--- config.mk ---
export PLATFORM = sky130hd
export DESIGN_NAME = cpu_axi_bridge
export DESIGN_NICKNAME = d
export VERILOG_FILES = /design/src/bridge_pkg.sv /design/src/axi_chan_reg.sv /design/src/bridge_req_arbiter.sv /design/src/bridge_resp_router.sv /design/src/cpu_axi_bridge.sv
export SDC_FILE = /design/constraint.sdc
export NUM_CORES = 1
export LEC_CHECK = 0
export ABC_AREA = 1
export BUFFER_PORTS_ARGS = -buffer_cell sky130_fd_sc_hd__buf_2
export CAP_MARGIN = 0
export CORE_AREA = 3 3 132 134
export DETAILED_ROUTE_END_ITERATION = 10
export DIE_AREA = 0 0 135 137
export GPL_TIMING_DRIVEN = 0
export PLACE_DENSITY = 0.69
export SYNTH_ARGS = -nofsm -noshare
export SYNTH_HDL_FRONTEND = slang
export SYNTH_SLANG_ARGS = --single-unit
--- constraint.sdc ---
create_clock -name clk -period 3.1 [get_ports clk]
set_input_delay 0.155 -clock clk [delete_from_list [all_inputs] [get_ports clk]]
set_output_delay 0.155 -clock clk [all_outputs]
set_load 0.02 [all_outputs]
--- src/bridge_pkg.sv ---
package bridge_pkg;

    localparam int ADDR_W = 32;                 // byte address width
    localparam int DATA_W = 32;                 // one cpu word
    localparam int STRB_W = DATA_W / 8;         // byte lanes per word
    localparam int ID_W   = 4;                  // axi id width
    localparam int LEN_W  = 8;                  // axi4 burst length field
    localparam int SIZE_W = 3;                  // axi size code field

    // read ids tell the router which port a beat belongs to
    localparam logic [ID_W-1:0] ID_DATA = 4'd1;   // data port read
    localparam logic [ID_W-1:0] ID_INST = 4'd0;   // icache line fill

    localparam int LINE_BEATS = 4;                                // words per icache line
    localparam logic [LEN_W-1:0]  INST_LEN  = LEN_W'(LINE_BEATS - 1); // axi len is beats - 1
    localparam logic [SIZE_W-1:0] SIZE_WORD = 3'd2;               // 4 bytes per beat

    typedef struct packed {
        logic              wr;      // 1 = store
        logic [1:0]        size;    // cpu size code, byte/half/word
        logic [ADDR_W-1:0] addr;
        logic [STRB_W-1:0] wstrb;   // byte enables for stores
        logic [DATA_W-1:0] wdata;
    } cpu_req_t;

    typedef struct packed {
        logic [ID_W-1:0]   id;
        logic [ADDR_W-1:0] addr;
        logic [LEN_W-1:0]  len;
        logic [SIZE_W-1:0] size;
    } axi_ar_t;

    typedef struct packed {
        logic [ID_W-1:0]   id;
        logic [DATA_W-1:0] data;
        logic              last;    // final beat of the burst
    } axi_r_t;

    typedef struct packed {
        logic [ADDR_W-1:0] addr;
        logic [SIZE_W-1:0] size;
    } axi_aw_t;

    typedef struct packed {
        logic [DATA_W-1:0] data;
        logic [STRB_W-1:0] strb;
    } axi_w_t;

endpackage

--- src/axi_chan_reg.sv ---
`timescale 1ns/100ps

module axi_chan_reg #(
    parameter type payload_t = logic    // ar, aw or w payload struct
) (
    input  logic     clk,
    input  logic     reset,
    input  logic     load,          // new request from the arbiter
    input  payload_t payload_in,
    input  logic     ready,         // subordinate side ready
    output logic     valid,
    output payload_t payload
);

    // valid flag, one entry deep
    always_ff @(posedge clk)
    begin
        if (reset)
        begin
            valid <= 1'b0;          // channel idle after reset
        end
        else if (load)
        begin
            valid <= 1'b1;          // shows up the cycle after load
        end
        else if (ready)
        begin
            valid <= 1'b0;          // handshake done, drop the entry
        end
    end

    // payload held steady while valid waits for ready
    always_ff @(posedge clk)
    begin
        if (load)
        begin
            payload <= payload_in;  // only loaded when the entry is empty
        end
    end

endmodule

--- src/bridge_req_arbiter.sv ---
`timescale 1ns/100ps

module bridge_req_arbiter (
    input  logic                           clk,
    input  logic                           reset,

    // cpu data port
    input  logic                           data_req,
    input  bridge_pkg::cpu_req_t           data_in,
    output logic                           data_addr_ok,

    // icache read port
    input  logic                           icache_rd_req,
    input  logic [bridge_pkg::ADDR_W-1:0]  icache_rd_addr,
    output logic                           icache_rd_rdy,

    // completion from the response side
    input  logic                           read_done,      // last r beat taken
    input  logic                           data_data_ok,   // data txn finished

    // loads into the channel registers
    output logic                           ar_load,
    output bridge_pkg::axi_ar_t            ar_req,
    output logic                           wr_load,        // aw and w together
    output bridge_pkg::axi_aw_t            aw_req,
    output bridge_pkg::axi_w_t             w_req
);

    localparam int LINE_BYTES = bridge_pkg::LINE_BEATS * bridge_pkg::STRB_W;
    localparam logic [bridge_pkg::ADDR_W-1:0] LINE_OFS = LINE_BYTES - 1;          // line offset bits
    localparam logic [bridge_pkg::ADDR_W-1:0] WORD_OFS = bridge_pkg::STRB_W - 1;  // byte in word

    logic read_busy;        // an ar is out, waiting on its last r beat
    logic data_busy;        // a data read or write not yet acked to the cpu
    logic data_rd_req;
    logic data_wr_req;
    logic data_rd_acc;
    logic data_wr_acc;
    logic inst_acc;

    assign data_rd_req = data_req & ~data_in.wr;
    assign data_wr_req = data_req & data_in.wr;

    // data read needs both the read path and the data slot free
    assign data_rd_acc = data_rd_req & ~data_busy & ~read_busy;
    assign data_wr_acc = data_wr_req & ~data_busy;              // writes skip the read path
    // icache yields to any data read in the same cycle, as in the old bridge
    assign inst_acc    = icache_rd_req & ~read_busy & ~data_rd_req;

    assign data_addr_ok  = data_rd_acc | data_wr_acc;
    assign icache_rd_rdy = inst_acc;

    assign ar_load = data_rd_acc | inst_acc;    // never both, see priority above
    assign wr_load = data_wr_acc;

    // ar payload mux, data side first
    always_comb
    begin
        if (data_rd_req)
        begin
            ar_req.id   = bridge_pkg::ID_DATA;
            ar_req.addr = data_in.addr & ~WORD_OFS;     // word aligned
            ar_req.len  = '0;                           // single beat
            ar_req.size = {1'b0, data_in.size};
        end
        else
        begin
            ar_req.id   = bridge_pkg::ID_INST;
            ar_req.addr = icache_rd_addr & ~LINE_OFS;   // start of the line
            ar_req.len  = bridge_pkg::INST_LEN;
            ar_req.size = bridge_pkg::SIZE_WORD;
        end
    end

    // write address and data built straight from the cpu request
    always_comb
    begin
        aw_req.addr = data_in.addr;
        aw_req.size = {1'b0, data_in.size};
        w_req.data  = data_in.wdata;
        w_req.strb  = data_in.wstrb;
    end

    // read path occupancy
    always_ff @(posedge clk)
    begin
        if (reset)
        begin
            read_busy <= 1'b0;
        end
        else if (read_done)
        begin
            read_busy <= 1'b0;      // free again after the last beat
        end
        else if (ar_load)
        begin
            read_busy <= 1'b1;
        end
    end

    // data slot occupancy, one data txn at a time
    always_ff @(posedge clk)
    begin
        if (reset)
        begin
            data_busy <= 1'b0;
        end
        else if (data_data_ok)
        begin
            data_busy <= 1'b0;      // cpu has its ack
        end
        else if (data_addr_ok)
        begin
            data_busy <= 1'b1;
        end
    end

endmodule

--- src/bridge_resp_router.sv ---
`timescale 1ns/100ps

module bridge_resp_router (
    input  logic                           clk,
    input  logic                           reset,

    // axi response side
    input  bridge_pkg::axi_r_t             r,
    input  logic                           rvalid,
    input  logic                           bvalid,
    output logic                           rready,
    output logic                           bready,

    // back to the arbiter
    output logic                           read_done,

    // cpu data port return
    output logic                           data_data_ok,
    output logic [bridge_pkg::DATA_W-1:0]  data_rdata,

    // icache return
    output logic                           icache_ret_valid,
    output logic                           icache_ret_last,
    output logic [bridge_pkg::DATA_W-1:0]  icache_ret_data
);

    logic r_hs;             // r beat taken this cycle
    logic b_hs;             // write response taken this cycle
    logic data_beat;
    logic inst_beat;

    assign r_hs = rvalid & rready;
    assign b_hs = bvalid & bready;

    // steer by read id
    assign data_beat = r_hs & (r.id == bridge_pkg::ID_DATA);
    assign inst_beat = r_hs & (r.id == bridge_pkg::ID_INST);

    assign read_done = r_hs & r.last;   // single data beat also carries last

    // responses are never back-pressured, ready just comes up after reset
    always_ff @(posedge clk)
    begin
        if (reset)
        begin
            rready <= 1'b0;
            bready <= 1'b0;
        end
        else
        begin
            rready <= 1'b1;
            bready <= 1'b1;
        end
    end

    // completion strobes, registered so they line up with the data
    always_ff @(posedge clk)
    begin
        if (reset)
        begin
            data_data_ok     <= 1'b0;
            icache_ret_valid <= 1'b0;
            icache_ret_last  <= 1'b0;
        end
        else
        begin
            data_data_ok     <= data_beat | b_hs;  // read and write acks never overlap
            icache_ret_valid <= inst_beat;         // one pulse per word
            icache_ret_last  <= inst_beat & r.last;
        end
    end

    // returned words
    always_ff @(posedge clk)
    begin
        if (data_beat)
        begin
            data_rdata <= r.data;
        end
        if (inst_beat)
        begin
            icache_ret_data <= r.data;
        end
    end

endmodule

--- src/cpu_axi_bridge.sv ---
`timescale 1ns/100ps

module cpu_axi_bridge (
    input  logic                           clk,
    input  logic                           reset,

    // cpu data port
    input  logic                           data_req,
    input  bridge_pkg::cpu_req_t           data_in,
    output logic                           data_addr_ok,
    output logic                           data_data_ok,
    output logic [bridge_pkg::DATA_W-1:0]  data_rdata,

    // icache line read port
    input  logic                           icache_rd_req,
    input  logic [bridge_pkg::ADDR_W-1:0]  icache_rd_addr,
    output logic                           icache_rd_rdy,
    output logic                           icache_ret_valid,
    output logic                           icache_ret_last,
    output logic [bridge_pkg::DATA_W-1:0]  icache_ret_data,

    // axi master
    output bridge_pkg::axi_ar_t            ar,
    output logic                           arvalid,
    input  logic                           arready,
    input  bridge_pkg::axi_r_t             r,
    input  logic                           rvalid,
    output logic                           rready,
    output bridge_pkg::axi_aw_t            aw,
    output logic                           awvalid,
    input  logic                           awready,
    output bridge_pkg::axi_w_t             w,
    output logic                           wvalid,
    input  logic                           wready,
    input  logic                           bvalid,
    output logic                           bready
);

    logic                 ar_load;
    bridge_pkg::axi_ar_t  ar_req;
    logic                 wr_load;
    bridge_pkg::axi_aw_t  aw_req;
    bridge_pkg::axi_w_t   w_req;
    logic                 read_done;

    bridge_req_arbiter arbiter (
        .clk            (clk),
        .reset          (reset),
        .data_req       (data_req),
        .data_in        (data_in),
        .data_addr_ok   (data_addr_ok),
        .icache_rd_req  (icache_rd_req),
        .icache_rd_addr (icache_rd_addr),
        .icache_rd_rdy  (icache_rd_rdy),
        .read_done      (read_done),
        .data_data_ok   (data_data_ok),
        .ar_load        (ar_load),
        .ar_req         (ar_req),
        .wr_load        (wr_load),
        .aw_req         (aw_req),
        .w_req          (w_req)
    );

    // aw and w share the load strobe but hand off on their own
    axi_chan_reg #(.payload_t(bridge_pkg::axi_ar_t)) ar_reg (
        .clk(clk), .reset(reset), .load(ar_load), .payload_in(ar_req),
        .ready(arready), .valid(arvalid), .payload(ar)
    );
    axi_chan_reg #(.payload_t(bridge_pkg::axi_aw_t)) aw_reg (
        .clk(clk), .reset(reset), .load(wr_load), .payload_in(aw_req),
        .ready(awready), .valid(awvalid), .payload(aw)
    );
    axi_chan_reg #(.payload_t(bridge_pkg::axi_w_t)) w_reg (
        .clk(clk), .reset(reset), .load(wr_load), .payload_in(w_req),
        .ready(wready), .valid(wvalid), .payload(w)
    );

    bridge_resp_router router (
        .clk              (clk),
        .reset            (reset),
        .r                (r),
        .rvalid           (rvalid),
        .bvalid           (bvalid),
        .rready           (rready),
        .bready           (bready),
        .read_done        (read_done),
        .data_data_ok     (data_data_ok),
        .data_rdata       (data_rdata),
        .icache_ret_valid (icache_ret_valid),
        .icache_ret_last  (icache_ret_last),
        .icache_ret_data  (icache_ret_data)
    );

endmodule

== Yosys cells after proc, flatten, opt, wreduce, memory -nomap -nowiden ==
Index checks and enable logic that the tools add are counted.
Word-level totals
  register bits: 190
  latch bits: 0
  memory bits (writable): 0
  ROM bits: 0
  bits of input ports: 149
  output and inout port bits: 192
  logic and storage cells: 56
  memories kept: 0
Operators by class
  add/subtract/negate cells: 0
  $mul: 0
  div/mod/pow operators: 0
  $lt $le $gt $ge: 0
  eq/ne operators: 1
  shifts and indexed selects: 0
  muxes and demuxes: 8
  bitwise operators: 20
  reduce and logical (&&, ||, !) cells: 6
Operators with widths (count)
  $mux W44: 1
  $and A1 B1 Y1: 13
  $mux W1: 7
  $reduce_bool A2 Y1: 3
  $eq A4 B1 Y1 const B: 1
  $logic_not A4 Y1: 1
  $not A1 Y1: 4
  $reduce_or A2 Y1: 2
  $or A1 B1 Y1: 3

== Depth between registers and ports, before layout ==
Gate-level depths: netlist (run 1).
  depth after elaboration: 6
  depth in mapped cells: 7
  mapped depth without buffers: 6

== Hierarchy ==
From an unflattened synthesis (run 1), not the netlist that was laid out.
Second synthesis, totals
  cells, all modules: 426
  area total of the unflattened synthesis: 6941.7 sq um
Modules (own cells, without submodules)
  bridge_resp_router: instances 1, cells each 86, area an instance 2109.5 sq um, sequential area each 2001.9 sq um
  axi_chan_reg at ar_reg: instances 1, cells each 52, area an instance 1451.4 sq um, sequential area each 1431.4 sq um
  bridge_req_arbiter: instances 1, cells each 207, area an instance 1168.6 sq um, sequential area each 40.0 sq um
  axi_chan_reg at w_reg: instances 1, cells each 41, area an instance 1121.1 sq um, sequential area each 1101.1 sq um
  axi_chan_reg at aw_reg: instances 1, cells each 40, area an instance 1091.0 sq um, sequential area each 1071.0 sq um

== Least setup slack after synthesis (run 1) ==
No wires, ideal clock.
  path kind: register to register
  from: reg arbiter.data_busy
  to: reg aw_reg.payload[0] (netlist bit), enable pin
  setup time: 0.424 ns
  data arrival time: 1.875 ns
  required time: 2.676 ns
  slack: 0.801 ns
  cell stages (with the launch flop): 4
  path buffers: 0
  clock period less this slack: 2.299 ns
  path through: dfxtp_1 > nor2_1 > nand2_1 > inv_1
Between the ends
  word-level cells in the longest chain between the ends: 2
RTL lines
  start: declaration: line bridge_req_arbiter.sv:34  | logic data_busy;
  start signal: assignment: line bridge_req_arbiter.sv:106  | data_busy <= 1'b0;
  start signal: assignment: line bridge_req_arbiter.sv:110  | data_busy <= 1'b0;
  start signal: assignment: line bridge_req_arbiter.sv:114  | data_busy <= 1'b1;
  $not A1 Y1: line bridge_req_arbiter.sv:46  | assign data_wr_acc = data_wr_req & ~data_busy;
  $and A1 B1 Y1: line bridge_req_arbiter.sv:46
  via arbiter.wr_load: line bridge_req_arbiter.sv:24  | output logic wr_load,
  end signal: assignment: line axi_chan_reg.sv:37  | payload <= payload_in;
  end: declaration: line axi_chan_reg.sv:12  | output payload_t payload
The timed path passes the listed nets, and every way through them passes these cells.
A chain may end at the register's enable or synchronous reset.

== Worst setup path after layout (run 1) ==
  from: reg arbiter.data_busy
  to: reg aw_reg.payload[17] (netlist bit), enable pin
The elaborated chain is that of the path after synthesis.

==> impl_results.md, run 1 <==
- Run status: finished, final reports clean
- R2r startpoint: arbiter.data_busy
- Fin nets: 961
- Psw: 1.284 mW
- GRT Resource Usage Total: 0.1838
- Area Growth Syn to Fin: 63.27%
- CTS max path bufs: 2
- CTS tree: done
- Maximum vdd drop: 0.4175 mV
- First-pass GRT wire length: 25390 µm
- Pwr Density: 573.1 nW/µm²
- CP endpoint kind: flip-flop
- WHS: 0.01189 ns
- Layout Cells excl Fill: 1045
- # rows: 47
- RSZ-0062 raised after global routing: false
- Drt total wl: 17820 µm
- GR Util met2: 0.3419
- Xor and xnor area share after synthesis: 0
- Antenna diodes: 0
- Clk Latency, worst-skew pair: 0.41 ns
- Vias: 4481
- CTS root buffer: clkbuf_16
- Internal Power: 4.297 mW
- Post-synth cell types: 17
- Via density: 4.288
- PortBufs: 323
- Vias in the first global route: 4669
- ANT nets after route: 0
- Die X-Extent: 135 µm
- Synth Area in Adders: 0
- GRT Residual Overflow: 0
- Largest family of logic cells by synthesized area: simple AND/OR/NAND/NOR gates
- Critical Path AT: 1.69 ns
- Drt drc: 0
- Dpl cell area: 7954 µm²
- Setup TNS: 0 ns
- Die Height: 137 µm
- Largest net degree at the start of global routing: 41
- Tmin final: 1.599 ns
- Final core occ: 0.5935
- WP data required: 3.19 ns
- Dpl cells: 899
- Mean post-synth cell area: 17.44 µm²
- Maximum clock frequency: 0.6253 GHz
- Max_slew headroom: 0.6553
- Initial antenna violation count: 0
- Layout cell share with drive strength beyond 1: 0.4679
- Total power: 5.581 mW
- Final setup viols: 0
- Switching share of total power: 0.2300
- Postcts setup bufs: 0
- RePlAce Congestion: 0.8025
- # IOs: 341
- Final critical-path share of the clock period: 0.5159
- Worst-path clk slew: 0.07 ns
- Post-synthesis mux area share: 0
- Initial Util: 0.3635
- GR Util met3: 0.04779
- Die ar.: 18500 µm²
- Final worst slack: 1.501 ns
- Cells after Synth: 342
- Cell Area, Synth: 5964 µm²
- Simple-Gate Fraction of Synth Area: 0.07573
- GR peak layer: met2
- Initial DRC count: 230
- Post-DR wirelength/cell: 17.06 µm
- Final hold violations: 0
- P_leak: 4.328 nW
- CTS H-Tree Depth: 4
- Worst Setup SP: arbiter.data_busy
- YS warnings: 0
- Sequential power share: 0.496
- Crit-path max FO: 40
- Number of synthesized register bits: 177
- Worst Setup Start Kind: flip-flop
- Inserted Clock Buffers: 17
- Hpwl dp: 12330 µm
- Worst slew pin tran: 0.5152 ns
- Detailed Routing Iterations Pass 1: 4
- M1 GR Usage: 0.2043
- Clock power frac: 0.393
- Sink Count: 177
- Pre-CTS setup slack: 1.061 ns
- Synth Area in Compound Gates: 0.005035
- Max Clock Skew: 0.007525 ns
- Worst Min Path Start: icache_rd_addr[29]
- Pins over their slew limit: 0
- Combinational share of power: 0.112
- Core Footprint: 16410 µm²
- Design area: 9738 µm²
- Hold WC Path Type: primary input to flip-flop
- Sequential-to-total area share from yosys stat: 0.8760
- Crit Path Class: flip-flop to flip-flop
- Fillers: 1263
- Maxcap violations: 0
[cells in the mapped netlist]
master    count  area (µm²)
edfxtp_1    168        5045
inv_1        21       78.83
buf_4        15       112.6
nand3_1       4       20.02
nand2_2       2       12.51
a21oi_1       4       20.02
nand2_1      94       352.8
buf_6         4       45.04
nor2_1       10       37.54
conb_1        1       3.750
inv_2         2       7.510
buf_2         2       10.01
nor2_4        1       11.26
or2_2         2       12.51
o21ai_0       2       10.01
nor3_1        1       5.000
dfxtp_1       9       180.2
[cell usage in the layout, fill, tap and decap left out, drive strengths merged]
cell	netlist	layout
a21oi	4	4
buf	21	348
bufinv	0	3
clkbuf	0	19
clkinv	0	4
clkinvlp	0	1
conb	1	13
dfxtp	9	9
dlygate4sd3	0	112
edfxtp	168	168
inv	23	28
nand2	96	96
nand3	4	4
nor2	11	11
nor3	1	1
o21ai	2	2
or2	2	2
[state kept, by name, indices dropped and copies added, names as in the netlist]
signal,cells
router.icache_ret_last,1
router.rready,1
arbiter.data_busy,1
router.icache_ret_data,32
aw_reg.payload,34
ar_reg.valid,1
router.data_rdata,32
w_reg.payload,36
arbiter.read_busy,1
w_reg.valid,1
router.data_data_ok,1
ar_reg.payload,34
aw_reg.valid,1
router.icache_ret_valid,1
[metal layers]
layer,share of wire,wire [µm]
met5,0,0
met4,0.019,338
met3,0.070,1239
met2,0.55,9849
met1,0.36,6397
[kinds of logic after synthesis]
family | after synthesis
other cells | 1
compound gates | 6
simple gates | 114
buf+inv | 44
flops | 177
[critical path: stages, from the launching register on]
cell and delay [ns]:
dfxtp_1 0.33, nor2_1 0.12, nand2_1 0.14, inv_4 0.36, buf_12 0.28
[power by group through the flow]
stage	sequential, mW	clock [mW]	combinational (mW)
final	2.77	2.19	0.622
after global routing	2.77	2.33	0.670
after CTS	2.77	2.23	0.622
after detailed placement	2.82	0	0.508
after global placement	2.82	0	0.483
after floorplan	2.94	0	0.128
[path summary, 6_finish.rpt]
kind                                      endpoint  slack [ns]  cells after the start
worst min register to register         w_reg.valid        0.47                      2
worst min-delay path            ar_reg.payload[40]        0.01                      3
worst max register to register  aw_reg.payload[17]        1.50                      4
worst max-delay path            aw_reg.payload[17]        1.50                      4
[layout make-up]
class | count | area, µm² | share of cell area
Sequential cell | 177 | 5225 | 0.5366
Timing Repair Buffer | 439 | 2840 | 0.2917
Multi-Input combinational cell | 133 | 533.0 | 0.05473
Clock buffer | 19 | 432.9 | 0.04446
Tap cell | 220 | 275.3 | 0.02827
Clock inverter | 13 | 175.2 | 0.01799
Buffer | 21 | 167.7 | 0.01722
Inverter | 23 | 88.84 | 0.009122
[what timing repair did]
item / in CTS / in global routing
hold buffers: 112 / 0
gates resized for setup: 0 / 0
hold endpoints to repair: 144 / 0
(Power assumes the default switching activity.)
==> run 2: changes to the inputs <==
- ABC_AREA: 1 -> 0
- CORE_AREA: 3 3 132 134 -> 3 3 131 133
- DIE_AREA: 0 0 135 137 -> 0 0 134 136
- PLACE_DENSITY: 0.69 -> 0.72
- clock period: 3.1 -> 1.3 ns (I/O delays scaled with it)
==> impl_results.md, run 2 <==
- Run status: complete, but fails checks
- Failing checks: setup timing
- WP data required: 1.43 ns
- Final core occ: 0.6686
- Via density: 4.545
- GR Util met2: 0.4130
- Post-DR wirelength/cell: 19.67 µm
- CTS root buffer: clkbuf_16
- # rows: 46
- CTS H-Tree Depth: 4
- Most frequent cells after synthesis: 168 x edfxtp_1, 85 x nand2_1, 18 x buf_4, 9 x dfxtp_1
- R2r startpoint: router.rready
- Xor and xnor area share after synthesis: 0
- Most flops, register: w_reg.payload
- GR peak layer: met2
- Vias in the first global route: 5222
- Cells after Synth: 317
- Post-synthesis mux area share: 0
- Mean post-synth cell area: 18.64 µm²
- Multi-input gate area: 640.6 µm²
- CTS tree: done
- Die ar.: 18220 µm²
- Fillers: 1048
- Initial DRC count: 294
- CP endpoint kind: flip-flop
- Sequential-to-total area share from yosys stat: 0.8844
- Synth Area in Compound Gates: 0.007412
- Slowest-stage cell, CP: or4_4
- Layout Cells excl Fill: 1086
- # IOs: 341
- PortBufs: 323
- Inserted Clock Buffers: 17
- Max stage delay on crit path: 0.53 ns
- Synth Area in Adders: 0
- P_leak: 4.595 nW
- Crit-path max FO: 8
- GRT Residual Overflow: 0
- Maximum vdd drop: 1.058 mV
- Post-synth ARST share: 0
- Maxcap violations: 0
- Top cells by area, synth: edfxtp_1 85%, nand2_1 5.4%, dfxtp_1 3.0%, buf_4 2.3%, and2_1 0.32%
- Largest family of logic cells by synthesized area: simple AND/OR/NAND/NOR gates
- Initial antenna violation count: 4
- Hpwl dp: 12370 µm
- GR Util met3: 0.05699
- Prevailing post-synth register cell: edfxtp_1
- Worst-path clk slew: 0.07 ns
- Yosys top cell by area: edfxtp_1
- Drt total wl: 21360 µm
- Worst R2R End: router.icache_ret_data[30]
- Hold Path End: ar_reg.valid
- Maximum clock frequency: 0.6460 GHz
- Layout cell share with drive strength beyond 1: 0.5035
- Initial Util: 0.3706
- ANT nets after route: 0
- Fin nets: 1004
- M1 GR Usage: 0.2472
- Max Clock Skew: 0.01052 ns
- Pins over their slew limit: 0
- Crit Path Class: flip-flop to flip-flop
- Final setup viols: 171
- YS warnings: 0
- Tmin final: 1.548 ns
- Drt drc: 0
- RSZ-0062 raised after global routing: true
- Number of synthesized register bits: 177
- Reg2Reg Setup Slack: -0.25 ns
- Most common cell after layout, fill and taps aside: buf_2
- First-pass GRT wire length: 29970 µm
- Post-synth EDFFs: 168
- Register area: 5236 µm²
- Largest net degree at the start of global routing: 22
- Die Height: 136 µm
- Cell depth of the worst flop-to-flop path: 4
- Hold Path Stages: 3
- CTS max path bufs: 2
- Detailed Routing Iterations Pass 1: 5
- Most common cell in the netlist: edfxtp_1
- Worst Setup Start Kind: flip-flop
- RePlAce Congestion: 0.7988
- Pwr Density: 1262 nW/µm²
- Die X-Extent: 134 µm
- Cell Area, Synth: 5908 µm²
- Dpl cells: 869
- Final worst slack: -0.2481 ns
- Hold WC Path Type: primary input to flip-flop
- Most frequent cells in the layout: 324 x buf_2, 168 x edfxtp_1, 137 x dlygate4sd3_1
- Core Footprint: 15940 µm²
- Sink Count: 177
- Clk Latency, worst-skew pair: 0.42 ns
- Critical Path AT: 1.68 ns
- Worst Min Path Start: arready
- Critical-path cell list: nand2_2 -> or4_4 -> nor2_4 -> buf_12
- Top cell type's share of synthesized area: 0.8539
- GRT Resource Usage Total: 0.2228
- Setup TNS: -23.63 ns
- Simple-Gate Fraction of Synth Area: 0.07899
- Max FFs per register: 36
- Regs by FF count: w_reg.payload x36, ar_reg.payload x34, aw_reg.payload x34
- Final hold violations: 0
- Final critical-path share of the clock period: 1.191
- Area Growth Syn to Fin: 80.41%
- Post-synth cell types: 26
- Vias: 4936
-- run 2: worst max-delay path: cells and delay by family (launching register included) --
family / cells / cell delay [ns]
buf+inv: 1 / 0.15
flops: 1 / 0.35
simple gates: 3 / 0.76
-- run 2: cells by family after synthesis --
kind of cell / after synthesis
other cells: 1
buf+inv: 26
flops: 177
compound gates: 6
simple gates: 107
-- run 2: worst max-delay path by stage --
stage | end | cells after the start | slack, ns | start
after floorplan | aw_reg.payload[0] | 2 | -0.63 | arbiter.data_busy
after global placement | aw_reg.payload[29] | 2 | -1.20 | arbiter.data_busy
after detailed placement | router.icache_ret_data[9] | 3 | -0.78 | router.rready
after CTS | router.icache_ret_data[11] | 4 | -0.24 | router.rready
after global routing | router.icache_ret_data[30] | 4 | -0.29 | router.rready
final | router.icache_ret_data[30] | 4 | -0.25 | router.rready
-- run 2: layer usage --
| metal | vias up | share of wire |
|---|---|---|
| met5 | - | 0.0018 |
| met4 | 6 | 0.023 |
| met3 | 42 | 0.073 |
| met2 | 279 | 0.54 |
| met1 | 2398 | 0.36 |
| li1 | 2211 | - |
-- run 2: power breakdown --
group	switching, mW	internal [mW]	leakage (nW)
Clock	2.33	2.55	0.271
Sequential	0.0800	6.53	1.63
Combinational	0.972	0.984	2.69
Total	3.39	10.1	4.60
-- run 2: stage by stage --
| step | cell area [µm²] | power, mW | setup WS (ns) | hold WS, ns |
|---|---|---|---|---|
| after floorplan | 5986 | 7.313 | -0.6272 | 0.1341 |
| after global placement | 7873 | 7.857 | -1.196 | 0.2425 |
| after detailed placement | 7893 | 7.899 | -0.7766 | 0.2434 |
| after CTS | 10570 | 13.46 | -0.2362 | 0.01324 |
| after global routing | 10660 | 13.87 | -0.2931 | 0.02809 |
| final | 10660 | 13.45 | -0.2481 | 0.01379 |
-- run 2: repair_timing --
action                                  CTS  global route
hold buffers                            137             0
endpoints found under the setup margin  170           172
cloned                                   12             4
hold endpoints to repair                174             0
resized for setup                        30             7
pin swaps                                 8             5
buffers inserted                         29             4
-- run 2: area by class of cell --
class	count	share of cell area
diodes	2	0.0004695
plain buffers	22	0.01444
clock buffers	18	0.04026
clock inverters	14	0.01397
inverters	4	0.001761
multi-input cells	129	0.06010
flip-flops and latches	177	0.4913
well taps	216	0.02536
repair buffers	503	0.3517
repair inverters	1	0.0007043
==> run 3: changes to the inputs <==
- SETUP_SLACK_MARGIN: default -> 0.02
==> impl_results.md, run 3 (synthesized netlist as in run 2, its figures left out) <==
- Multi-input gate area: 640.6 µm²
- Hpwl dp: 12370 µm
- Initial antenna violation count: 4
- Pwr Density: 1262 nW/µm²
- Fillers: 1046
- Vias: 4948
- Max Clock Skew: 0.009266 ns
- # IOs: 341
- Vias in the first global route: 5222
- Final hold violations: 0
- Largest net degree at the start of global routing: 22
- Drt total wl: 21380 µm
- Reg2Reg Setup Slack: -0.25 ns
- Critical path buffers and inverters: 1
- Hold WC Path Type: primary input to flip-flop
- CTS root buffer: clkbuf_16
- Sequential power share: 0.491
- Die ar.: 18220 µm²
- Internal Power: 10.07 mW
- Most common cell after layout, fill and taps aside: buf_2
- Psw: 3.386 mW
- Maximum vdd drop: 1.058 mV
- Pins over their slew limit: 0
- Failing checks: setup timing
- Initial Util: 0.3706
- Crit Path Class: flip-flop to flip-flop
- Max FFs per register: 36
- Inserted Clock Buffers: 17
- Critical Path AT: 1.68 ns
- Critical-path cell list: nand2_2 -> or4_4 -> nor2_4 -> buf_12
- Worst Setup SP: router.rready
- GRT Residual Overflow: 0
- Core Footprint: 15940 µm²
- RePlAce Congestion: 0.7988
- R2r startpoint: router.rready
- Run status: complete, but fails checks
- Layout cell share with drive strength beyond 1: 0.5035
- Crit-path max FO: 8
- Regs by FF count: w_reg.payload x36, ar_reg.payload x34, aw_reg.payload x34
- Worst-path clk slew: 0.07 ns
- Cell depth of the worst flop-to-flop path: 4
- Post-DR wirelength/cell: 19.68 µm
- First-pass GRT wire length: 29970 µm
- PortBufs: 323
- Critical Path Sink: router.icache_ret_data[30]
- CTS H-Tree Depth: 4
- GRT Resource Usage Total: 0.2228
- Design area: 10670 µm²
- Most flops, register: w_reg.payload
- Dpl cell area: 7893 µm²
- # rows: 46
- Via density: 4.556
- Most frequent cells in the layout: 323 x buf_2, 168 x edfxtp_1, 137 x dlygate4sd3_1
- Clock power frac: 0.363
- P_leak: 4.597 nW
- Worst Setup Start Kind: flip-flop
- Maxcap violations: 0
- Dpl cells: 869
- Drt drc: 0
- Final core occ: 0.6690
- RSZ-0062 raised after global routing: true
- WP data required: 1.44 ns
- Final setup viols: 171
- Detailed Routing Iterations Pass 1: 5
- Layout Cells excl Fill: 1086
- Maximum clock frequency: 0.6464 GHz
- Sink Count: 177
- Max stage delay on crit path: 0.53 ns
- Final worst slack: -0.2470 ns
- CTS tree: done
- Delay-heaviest family, CP: simple AND/OR/NAND/NOR gates
- CTS max path bufs: 2
- ANT nets after route: 0
- Critical path depth: 4
- Die X-Extent: 134 µm
- Initial DRC count: 314
- Clk Latency, worst-skew pair: 0.42 ns
- Worst R2R End: router.icache_ret_data[30]
- Combinational share of power: 0.146
- Final critical-path share of the clock period: 1.190
- Fin nets: 1004
- Register area: 5236 µm²
- Slowest-stage cell, CP: or4_4
- Die Height: 136 µm
- Area Growth Syn to Fin: 80.52%
- Switching share of total power: 0.2517
- Tmin final: 1.547 ns
- CP endpoint kind: flip-flop
[run 3: power groups by stage]
stage                     sequential [mW]  clock [mW]  combinational [mW]
after global placement               6.72           0                1.13
after floorplan                      7.02           0               0.297
after CTS                            6.60        4.95                1.91
after detailed placement             6.73           0                1.17
final                                6.61        4.89                1.96
after global routing                 6.62        5.19                2.07
[run 3: worst min path at each step]
stage,endpoint,startpoint,slack [ns],depth (start not counted)
floorplan,aw_reg.valid,reset,0.13,1
global placement,w_reg.payload[30],data_in[26],0.24,1
detailed placement,w_reg.payload[12],data_in[8],0.24,1
CTS,ar_reg.valid,arready,0.01,3
global route,ar_reg.valid,arready,0.03,3
finish,ar_reg.valid,arready,0.01,3
[run 3: stage by stage]
stage	total power [mW]	hold slack [ns]	TNS, ns	setup slack, ns
final	13.45	0.01342	-23.74	-0.2470
after global routing	13.88	0.02809	-31.55	-0.2931
after global placement	7.857	0.2425	-142.22	-1.196
after floorplan	7.313	0.1341	-81.60	-0.6272
after CTS	13.46	0.01324	-20.67	-0.2362
after detailed placement	7.899	0.2434	-103.45	-0.7766
[run 3: layer usage]
| layer | global-route usage | vias to the layer above | routed length [µm] |
|---|---|---|---|
| met5 | 0 | - | 38 |
| met4 | 0.08114 | 6 | 499 |
| met3 | 0.05699 | 42 | 1572 |
| met2 | 0.4130 | 284 | 11640 |
| met1 | 0.2472 | 2405 | 7625 |
| li1 | - | 2211 | - |
[run 3: worst register-to-register path, stage by stage (launching register included)]
cell and delay, ns:
dfxtp_4 0.35, nand2_2 0.04, or4_4 0.53, nor2_4 0.19, buf_12 0.15
[run 3: timing repair]
action,4_1_cts,5_1_grt
resized for setup,30,10
setup buffers,29,4
pin swaps,8,5
cloned,12,4
hold buffers,137,0
hold endpoints to repair,174,0
endpoints found under the setup margin,170,173
[run 3: layout make-up]
class | instances | share of cell area
flip-flops and latches | 177 | 0.4910
repair buffers | 503 | 0.3521
multi-input cells | 129 | 0.06007
clock buffers | 18 | 0.04024
well taps | 216 | 0.02534
plain buffers | 22 | 0.01443
clock inverters | 14 | 0.01396
inverters | 4 | 0.001760
repair inverters | 1 | 0.0007039
diodes | 2 | 0.0004693
